[config.mk]
export PLATFORM = sky130hd
export DESIGN_NAME = soc_ctrl
export DESIGN_NICKNAME = d
export VERILOG_FILES = /design/src/soc_ctrl_pkg.sv /design/src/apb_if.sv /design/src/soc_ctrl.sv /design/src/irq_ctrl.sv /design/src/clint.sv /design/src/cfg_regs.sv /design/src/apb_decode.sv
export SDC_FILE = /design/constraint.sdc
export NUM_CORES = 1
export LEC_CHECK = 0
export BUFFER_PORTS_ARGS = -buffer_cell sky130_fd_sc_hd__buf_2
export CORE_MARGIN = 4
export CORE_UTILIZATION = 55
export DETAILED_ROUTE_END_ITERATION = 12
export HOLD_SLACK_MARGIN = 0.05
export PLACE_DENSITY = 0.78
export SKIP_CTS_REPAIR_TIMING = 1
export SLEW_MARGIN = 20
export SYNTH_ARGS = -nofsm -noshare
export SYNTH_HDL_FRONTEND = slang
export SYNTH_SLANG_ARGS = --single-unit
[constraint.sdc]
create_clock -name clk -period 8.4 [get_ports clk]
set_clock_uncertainty 0.15 [all_clocks]
set_input_delay 1.68 -clock clk [delete_from_list [all_inputs] [get_ports clk]]
set_output_delay 1.68 -clock clk [all_outputs]
set_load 0.05 [all_outputs]
[src/soc_ctrl_pkg.sv]
`default_nettype none

package soc_ctrl_pkg;

    // apb geometry
    localparam int ADDR_W = 32;
    localparam int DATA_W = 32;
    localparam int STRB_W = 4;

    // paddr[13:12] picks the target block
    localparam int SLV_SEL_LSB = 12;

    typedef enum logic [1:0] {
        SLV_CFG   = 2'd0,
        SLV_CLINT = 2'd1,
        SLV_IRQ   = 2'd2,
        SLV_NONE  = 2'd3
    } apb_slave_e;

    // configuration block
    localparam logic [SLV_SEL_LSB-1:0] CFG_BOOTVEC_OFS    = 12'h000;
    localparam logic [SLV_SEL_LSB-1:0] CFG_DDR_OFFSET_OFS = 12'h004;
    localparam logic [SLV_SEL_LSB-1:0] CFG_CORE_RST_OFS   = 12'h008;

    // timer block
    localparam logic [SLV_SEL_LSB-1:0] CLINT_MSIP_OFS        = 12'h000;
    localparam logic [SLV_SEL_LSB-1:0] CLINT_MTIMECMP_LO_OFS = 12'h008;
    localparam logic [SLV_SEL_LSB-1:0] CLINT_MTIMECMP_HI_OFS = 12'h00c;
    localparam logic [SLV_SEL_LSB-1:0] CLINT_MTIME_LO_OFS    = 12'h010;
    localparam logic [SLV_SEL_LSB-1:0] CLINT_MTIME_HI_OFS    = 12'h014;

    // interrupt gate
    localparam logic [SLV_SEL_LSB-1:0] IRQ_PENDING_OFS = 12'h000;
    localparam logic [SLV_SEL_LSB-1:0] IRQ_ENABLE_OFS  = 12'h004;

    // bit 0 reserved, bit 1 uart, bit 2 spi
    localparam int NUM_IRQ = 3;

    localparam logic [DATA_W-1:0] RESET_BOOTVEC    = 32'h0000_1000;
    localparam logic [DATA_W-1:0] RESET_DDR_OFFSET = 32'h8000_0000;

    // merge write data into a register, one byte lane per strobe bit
    function automatic logic [DATA_W-1:0] apply_strb(
        input logic [DATA_W-1:0] old_val,
        input logic [DATA_W-1:0] wdata,
        input logic [STRB_W-1:0] strb
    );
        logic [DATA_W-1:0] merged;
        merged = old_val;
        for (int i = 0; i < STRB_W; i++) begin
            if (strb[i]) begin
                merged[8*i +: 8] = wdata[8*i +: 8];
            end
        end
        return merged;
    endfunction

endpackage

`default_nettype wire
[src/apb_if.sv]
`timescale 1ns/1ps
`default_nettype none

interface apb_if (
    input logic clk
);
    import soc_ctrl_pkg::*;

    logic              psel;
    logic              penable;
    logic [ADDR_W-1:0] paddr;
    logic              pwrite;
    logic [STRB_W-1:0] pstrb;
    logic [DATA_W-1:0] pwdata;
    logic [DATA_W-1:0] prdata;
    logic              pready;
    logic              pslverr;

    // clk is carried for protocol checks only
    modport master (
        input  clk,
        output psel, penable, paddr, pwrite, pstrb, pwdata,
        input  prdata, pready, pslverr
    );

    modport slave (
        input  clk,
        input  psel, penable, paddr, pwrite, pstrb, pwdata,
        output prdata, pready, pslverr
    );

endinterface

`default_nettype wire

[src/soc_ctrl.sv]
`timescale 1ns/1ps
`default_nettype none

module soc_ctrl (
    input  logic                            clk,
    input  logic                            arst_n,

    // apb slave port from the memory arbiter
    input  logic                            psel,
    input  logic                            penable,
    input  logic [soc_ctrl_pkg::ADDR_W-1:0] paddr,
    input  logic                            pwrite,
    input  logic [soc_ctrl_pkg::STRB_W-1:0] pstrb,
    input  logic [soc_ctrl_pkg::DATA_W-1:0] pwdata,
    output logic [soc_ctrl_pkg::DATA_W-1:0] prdata,
    output logic                            pready,
    output logic                            pslverr,

    // peripheral request lines
    input  logic                            uart_irq,
    input  logic                            spi_irq,

    // towards the core
    output logic [soc_ctrl_pkg::DATA_W-1:0] core_bootvec,
    output logic [soc_ctrl_pkg::DATA_W-1:0] ddr_offset,
    output logic                            core_rstn,
    output logic                            msip,
    output logic                            mtip,
    output logic                            meip
);
    import soc_ctrl_pkg::*;

    logic [NUM_IRQ-1:0] srcs;

    apb_if cfg_apb     (.clk(clk));
    apb_if cfg_apb_s   (.clk(clk));
    apb_if clint_apb_s (.clk(clk));
    apb_if irq_apb_s   (.clk(clk));

    assign cfg_apb.psel    = psel;
    assign cfg_apb.penable = penable;
    assign cfg_apb.paddr   = paddr;
    assign cfg_apb.pwrite  = pwrite;
    assign cfg_apb.pstrb   = pstrb;
    assign cfg_apb.pwdata  = pwdata;
    assign prdata          = cfg_apb.prdata;
    assign pready          = cfg_apb.pready;
    assign pslverr         = cfg_apb.pslverr;

    // reserved source in bit 0
    assign srcs = {spi_irq, uart_irq, 1'b0};

    apb_decode u_apb_decode (
        .s     ( cfg_apb.slave      ),
        .cfg   ( cfg_apb_s.master   ),
        .clint ( clint_apb_s.master ),
        .irq   ( irq_apb_s.master   )
    );

    cfg_regs u_cfg_regs (
        .clk          ( clk             ),
        .arst_n       ( arst_n          ),
        .apb          ( cfg_apb_s.slave ),
        .core_bootvec ( core_bootvec    ),
        .ddr_offset   ( ddr_offset      ),
        .core_rstn    ( core_rstn       )
    );

    clint u_clint (
        .clk    ( clk               ),
        .arst_n ( arst_n            ),
        .apb    ( clint_apb_s.slave ),
        .msip   ( msip              ),
        .mtip   ( mtip              )
    );

    irq_ctrl u_irq_ctrl (
        .clk    ( clk             ),
        .arst_n ( arst_n          ),
        .apb    ( irq_apb_s.slave ),
        .srcs   ( srcs            ),
        .meip   ( meip            )
    );

endmodule

`default_nettype wire

[src/irq_ctrl.sv]
`timescale 1ns/1ps
`default_nettype none

module irq_ctrl (
    input  logic                             clk,
    input  logic                             arst_n,
    apb_if.slave                             apb,
    input  logic [soc_ctrl_pkg::NUM_IRQ-1:0] srcs,
    output logic                             meip
);
    import soc_ctrl_pkg::*;

    logic [NUM_IRQ-1:0]     pending_q;
    logic [NUM_IRQ-1:0]     enable_q;
    logic [NUM_IRQ-1:0]     src_set;
    logic [NUM_IRQ-1:0]     clr;
    logic [SLV_SEL_LSB-1:0] ofs;
    logic                   access;
    logic                   wr_en;
    logic                   ofs_hit;

    assign ofs    = apb.paddr[SLV_SEL_LSB-1:0];
    assign access = apb.psel && apb.penable;
    assign wr_en  = access && apb.pwrite;

    // bit 0 is reserved and masked off
    assign src_set = srcs & ~{{(NUM_IRQ-1){1'b0}}, 1'b1};

    // write one to clear, low byte lane only
    assign clr = (wr_en && (ofs == IRQ_PENDING_OFS) && apb.pstrb[0]) ?
                 apb.pwdata[NUM_IRQ-1:0] : '0;

    always_comb begin
        ofs_hit = 1'b1;
        case (ofs)
            IRQ_PENDING_OFS: apb.prdata = {{(DATA_W-NUM_IRQ){1'b0}}, pending_q};
            IRQ_ENABLE_OFS:  apb.prdata = {{(DATA_W-NUM_IRQ){1'b0}}, enable_q};
            default: begin
                apb.prdata = '0;
                ofs_hit    = 1'b0;
            end
        endcase
    end

    assign apb.pready  = 1'b1;
    assign apb.pslverr = access && !ofs_hit;

    always_ff @(posedge clk or negedge arst_n) begin
        if (!arst_n) begin
            pending_q <= '0;
            enable_q  <= '0;
        end else begin
            // a source still high wins over the clear
            pending_q <= (pending_q & ~clr) | src_set;
            if (wr_en && (ofs == IRQ_ENABLE_OFS) && apb.pstrb[0]) begin
                enable_q <= apb.pwdata[NUM_IRQ-1:0];
            end
        end
    end

    assign meip = |(pending_q & enable_q);

    // meip only rises after an enabled source fired or the mask was written
    a_meip_has_cause: assert property (
        @(posedge clk) disable iff (!arst_n)
        $rose(meip) |-> $past(|(src_set & enable_q)) ||
                        $past(wr_en && (ofs == IRQ_ENABLE_OFS))
    );

endmodule

`default_nettype wire

[src/clint.sv]
`timescale 1ns/1ps
`default_nettype none

module clint (
    input  logic clk,
    input  logic arst_n,
    apb_if.slave apb,
    output logic msip,
    output logic mtip
);
    import soc_ctrl_pkg::*;

    logic [2*DATA_W-1:0]    mtime_q;
    logic [2*DATA_W-1:0]    mtimecmp_q;
    logic [SLV_SEL_LSB-1:0] ofs;
    logic                   access;
    logic                   wr_en;
    logic                   ofs_hit;
    logic                   mtime_ofs;

    assign ofs       = apb.paddr[SLV_SEL_LSB-1:0];
    assign access    = apb.psel && apb.penable;
    assign wr_en     = access && apb.pwrite;
    assign mtime_ofs = (ofs == CLINT_MTIME_LO_OFS) || (ofs == CLINT_MTIME_HI_OFS);

    always_comb begin
        ofs_hit = 1'b1;
        case (ofs)
            CLINT_MSIP_OFS:        apb.prdata = {{(DATA_W-1){1'b0}}, msip};
            CLINT_MTIMECMP_LO_OFS: apb.prdata = mtimecmp_q[DATA_W-1:0];
            CLINT_MTIMECMP_HI_OFS: apb.prdata = mtimecmp_q[2*DATA_W-1:DATA_W];
            CLINT_MTIME_LO_OFS:    apb.prdata = mtime_q[DATA_W-1:0];
            CLINT_MTIME_HI_OFS:    apb.prdata = mtime_q[2*DATA_W-1:DATA_W];
            default: begin
                apb.prdata = '0;
                ofs_hit    = 1'b0;
            end
        endcase
    end

    // mtime is read-only from the bus
    assign apb.pready  = 1'b1;
    assign apb.pslverr = access && (!ofs_hit || (apb.pwrite && mtime_ofs));

    // free-running system time
    always_ff @(posedge clk or negedge arst_n) begin
        if (!arst_n) begin
            mtime_q <= '0;
        end else begin
            mtime_q <= mtime_q + 1'b1;
        end
    end

    always_ff @(posedge clk or negedge arst_n) begin
        if (!arst_n) begin
            mtimecmp_q <= '1;
            msip       <= 1'b0;
        end else if (wr_en) begin
            case (ofs)
                CLINT_MSIP_OFS: begin
                    if (apb.pstrb[0]) begin
                        msip <= apb.pwdata[0];
                    end
                end
                CLINT_MTIMECMP_LO_OFS:
                    mtimecmp_q[DATA_W-1:0] <=
                        apply_strb(mtimecmp_q[DATA_W-1:0], apb.pwdata, apb.pstrb);
                CLINT_MTIMECMP_HI_OFS:
                    mtimecmp_q[2*DATA_W-1:DATA_W] <=
                        apply_strb(mtimecmp_q[2*DATA_W-1:DATA_W], apb.pwdata, apb.pstrb);
                default: ;
            endcase
        end
    end

    // timer interrupt once the compare value is reached
    assign mtip = (mtime_q >= mtimecmp_q);

    a_mtime_monotonic: assert property (
        @(posedge clk) disable iff (!arst_n)
        (mtime_q != '1) |=> (mtime_q > $past(mtime_q))
    );

endmodule

`default_nettype wire

[src/cfg_regs.sv]
`timescale 1ns/1ps
`default_nettype none

module cfg_regs (
    input  logic                            clk,
    input  logic                            arst_n,
    apb_if.slave                            apb,
    output logic [soc_ctrl_pkg::DATA_W-1:0] core_bootvec,
    output logic [soc_ctrl_pkg::DATA_W-1:0] ddr_offset,
    output logic                            core_rstn
);
    import soc_ctrl_pkg::*;

    logic [SLV_SEL_LSB-1:0] ofs;
    logic                   access;
    logic                   wr_en;
    logic                   ofs_hit;

    assign ofs    = apb.paddr[SLV_SEL_LSB-1:0];
    assign access = apb.psel && apb.penable;
    assign wr_en  = access && apb.pwrite;

    // read mux, also flags unknown offsets
    always_comb begin
        ofs_hit = 1'b1;
        case (ofs)
            CFG_BOOTVEC_OFS:    apb.prdata = core_bootvec;
            CFG_DDR_OFFSET_OFS: apb.prdata = ddr_offset;
            CFG_CORE_RST_OFS:   apb.prdata = {{(DATA_W-1){1'b0}}, core_rstn};
            default: begin
                apb.prdata = '0;
                ofs_hit    = 1'b0;
            end
        endcase
    end

    assign apb.pready  = 1'b1;
    assign apb.pslverr = access && !ofs_hit;

    always_ff @(posedge clk or negedge arst_n) begin
        if (!arst_n) begin
            core_bootvec <= RESET_BOOTVEC;
            ddr_offset   <= RESET_DDR_OFFSET;
            core_rstn    <= 1'b0;
        end else if (wr_en) begin
            case (ofs)
                CFG_BOOTVEC_OFS:
                    core_bootvec <= apply_strb(core_bootvec, apb.pwdata, apb.pstrb);
                CFG_DDR_OFFSET_OFS:
                    ddr_offset <= apply_strb(ddr_offset, apb.pwdata, apb.pstrb);
                CFG_CORE_RST_OFS: begin
                    // only bit 0 is kept, core leaves reset when it is set
                    if (apb.pstrb[0]) begin
                        core_rstn <= apb.pwdata[0];
                    end
                end
                default: ;
            endcase
        end
    end

    a_rstn_by_write: assert property (
        @(posedge clk) disable iff (!arst_n)
        (core_rstn != $past(core_rstn)) |-> $past(wr_en && (ofs == CFG_CORE_RST_OFS))
    );

endmodule

`default_nettype wire

[src/apb_decode.sv]
`timescale 1ns/1ps
`default_nettype none

module apb_decode (
    apb_if.slave  s,
    apb_if.master cfg,
    apb_if.master clint,
    apb_if.master irq
);
    import soc_ctrl_pkg::*;

    apb_slave_e sel;

    assign sel = apb_slave_e'(s.paddr[SLV_SEL_LSB +: 2]);

    // only the addressed block sees psel
    assign cfg.psel   = s.psel && (sel == SLV_CFG);
    assign clint.psel = s.psel && (sel == SLV_CLINT);
    assign irq.psel   = s.psel && (sel == SLV_IRQ);

    // everything else fans out unchanged
    assign cfg.penable   = s.penable;
    assign cfg.paddr     = s.paddr;
    assign cfg.pwrite    = s.pwrite;
    assign cfg.pstrb     = s.pstrb;
    assign cfg.pwdata    = s.pwdata;

    assign clint.penable = s.penable;
    assign clint.paddr   = s.paddr;
    assign clint.pwrite  = s.pwrite;
    assign clint.pstrb   = s.pstrb;
    assign clint.pwdata  = s.pwdata;

    assign irq.penable   = s.penable;
    assign irq.paddr     = s.paddr;
    assign irq.pwrite    = s.pwrite;
    assign irq.pstrb     = s.pstrb;
    assign irq.pwdata    = s.pwdata;

    // response mux, same cycle as the access
    always_comb begin
        case (sel)
            SLV_CFG: begin
                s.prdata  = cfg.prdata;
                s.pready  = cfg.pready;
                s.pslverr = cfg.pslverr;
            end
            SLV_CLINT: begin
                s.prdata  = clint.prdata;
                s.pready  = clint.pready;
                s.pslverr = clint.pslverr;
            end
            SLV_IRQ: begin
                s.prdata  = irq.prdata;
                s.pready  = irq.pready;
                s.pslverr = irq.pslverr;
            end
            default: begin
                // SLV_NONE, answered here with an error
                s.prdata  = '0;
                s.pready  = 1'b1;
                s.pslverr = s.psel && s.penable;
            end
        endcase
    end

    // an access cycle always follows a setup cycle on the upstream port
    a_setup_before_access: assert property (
        @(posedge s.clk) (s.psel && s.penable) |-> $past(s.psel && !s.penable)
    );

endmodule

`default_nettype wire

==> results.toml <==
[setup_path]
crit_path_max_fanout = 19
ff2ff_path_depth = 6
crit_arrival_ns = 4.53
startpoint_type = "input pin"
crit_type = "in -> out"
worst_ep_required_time_ns = 6.57
critPathCaptureType = "primary output"
r2r-start = "u_clint.mtime_q[7]$_DFF_PN0_"
r2r_end = "u_clint.mtime_q[51]$_DFF_PN0_"
r2r_slack_ns = 5.57

[sta]
final_max_slew_viol_count = 0
slew_headroom_pct = 27.8
worst_slew_pin_slew_ns = 1.08
fin_crit_ns = 6.36
rsz0062_at_grt = "false"
timing.hold.ws_ns = 0.376
hold_viol = 0
max_freq_mhz = 157
finalCritPeriodShare_pct = 75.7
setup_tns_ns = 0
finalSetupViolCount = 0

[global_route]
grtUsageTotal_pct = 25.9
grt_pass1_wl_mm = 46.1
grt_pass1_vias = 8971
grt_max_degree = 130
antenna_found_initial = 1
grt_overflow = 0

[place]
hpwl_mm = 20.0
placed_area_um2 = 12100
gp_congestion = 0.885
placement.io_buffers = 157

[routing]
routed_via_density = 6.18
vias = 8734
wirelength_mm = 28.3
antenna_left = 0
drt-initial-drc-count = 739
wl_per_cell_um = 20.0
dr.pass1.iters = 7
drc = 0

[min_path]
min_from = "u_irq_ctrl.pending_q[1]$_DFF_PN0_"
whs_path_depth = 1
holdPathEnd = "u_irq_ctrl.pending_q[1]$_DFF_PN0_"
min_path_type = "reg -> reg"

[pwr]
power_leakage_uw = 0.00610
vdd_drop_max_mv = 0.132
p_per_area_nw_per_um2 = 148
power_uw = 1890

[job]
drv_cap = 0

[floorplanning]
die_w_um = 150
core_um2 = 19600
start_util_pct = 56.3
num_io_pins = 177
die_area_um2 = 22400
die_h_um = 150
rows = 51

[logic_synthesis]
synth_warnings = 0
synth_flop_cell = "dfrtp_1"
yosysMostFrequentCell = "dfrtp_1"
yosysTopAreaCell = "dfrtp_1"
ys_ff_latch = 200
avgSynthCellArea_um2 = 11.1
synth_area_leaders = "dfrtp_1 (30%), dfstp_2 (16%), mux2_2 (13%)"
synth_edf_count = 0
ys_top_cells_by_count = "dfrtp_1 (134), mux2_2 (126), inv_1 (73)"
ys_types = 54
synth_cells = 992
ys_seq_area_share_pct = 46.2
async_flop_share_pct = 100
synth_fp_nets = 1132
synth_area_um2 = 11000
synth_top_area_share_pct = 30.4

[finish]
drive_gt1_share_pct = 35.2
area_delta_synth_final_pct = 15.4
diodes = 0
fillers = 1542
nNetsFinal = 1276
final_cell_area_um2 = 12700

[cts]
cts_tree = "built"
insertion_delay_ns = 0.43
htree_levels = 4
cts.sinks = 200
clk_pin_slew_ns = 0.07
numCtsBuffers = 17
cts-root-buf = "clkbuf_16"
cts_buffer_depth = 2

[outcome]
status = "complete, no violations"
metrics by stage:
stage	util, %	setup slack [ns]	instances
6_report	64.9	2.04	1414
5_1_grt	64.9	1.86	1414
4_1_cts	64.9	2.12	1414
3_5_place_dp	61.7	2.14	1382
3_3_place_gp	61.7	2.17	1382
2_1_floorplan	-	2.45	992
sequential cells by signal, indices dropped and copies added, names as in the netlist:
name	count
u_clint.mtime_q	64
u_clint.mtimecmp_q	64
u_cfg_regs.core_bootvec	32
u_cfg_regs.ddr_offset	32
u_irq_ctrl.enable_q	3
u_irq_ctrl.pending_q	3
u_cfg_regs.core_rstn	1
u_clint.msip	1
worst max-delay path, stage by stage:
cell	delay, ns
buf_2	0.10
nor3_1	0.23
nand4_1	0.30
nor2_1	0.29
and3_1	0.73
buf_4	0.39
a222oi_1	0.14
o22ai_1	0.33
buf_2	0.33
layout make-up:
type	count	area, um^2	area share [%]
multi-input cells	673	5500	43.2
flip-flops and latches	200	5090	40.0
repair buffers	171	901	7.08
clock buffers	23	489	3.85
well taps	265	332	2.61
inverters	73	274	2.15
clock inverters	9	138	1.08
kinds of logic after synthesis:
kind of cell               after synthesis  synth area share, %
buffers and inverters                  119                 4.18
AOI/OAI and AO/OA                      203                 13.6
muxes                                  128                 13.1
other                                    1               0.0340
and+or+nand+nor                        214                 10.6
xor gates and xnor gates                62                 4.93
DFF                                    200                 46.2
adders and majority gates               65                 7.38
power breakdown:
group | internal [uW] | switching [uW]
Clock | 505 | 358
Sequential | 964 | 0.0926
Combinational | 14.8 | 43.4
Total | 1480 | 402
worst max path at each step:
stage	from	end	cells past startpoint
after global routing	paddr[9]	prdata[16]	9
after floorplan	paddr[9]	prdata[0]	7
after detailed placement	paddr[9]	prdata[16]	9
final	paddr[9]	prdata[16]	9
after global placement	paddr[9]	prdata[16]	9
after CTS	paddr[9]	prdata[16]	9
placed cells by master (no fill, tap or decap), types with 30 or more instances in the layout:
cell	n
mux2_2	126
nand2_1	51
o22ai_1	30
dfstp_2	66
a22o_1	31
nand4_1	35
ha_1	65
a222oi_1	32
inv_1	73
buf_2	156
nand3_1	41
dfrtp_1	134
xnor2_1	46
a22oi_1	34
routing by layer:
| layer | track usage (%) | up-vias | part of all wire (%) |
|---|---|---|---|
| li1 | - | 4005 | - |
| met1 | 33.6 | 4343 | 42 |
| met2 | 44.3 | 341 | 49 |
| met3 | 5.42 | 43 | 7.2 |
| met4 | 7.00 | 2 | 1.7 |
| met5 | 0 | - | 0.067 |
(Power assumes the default switching activity.)
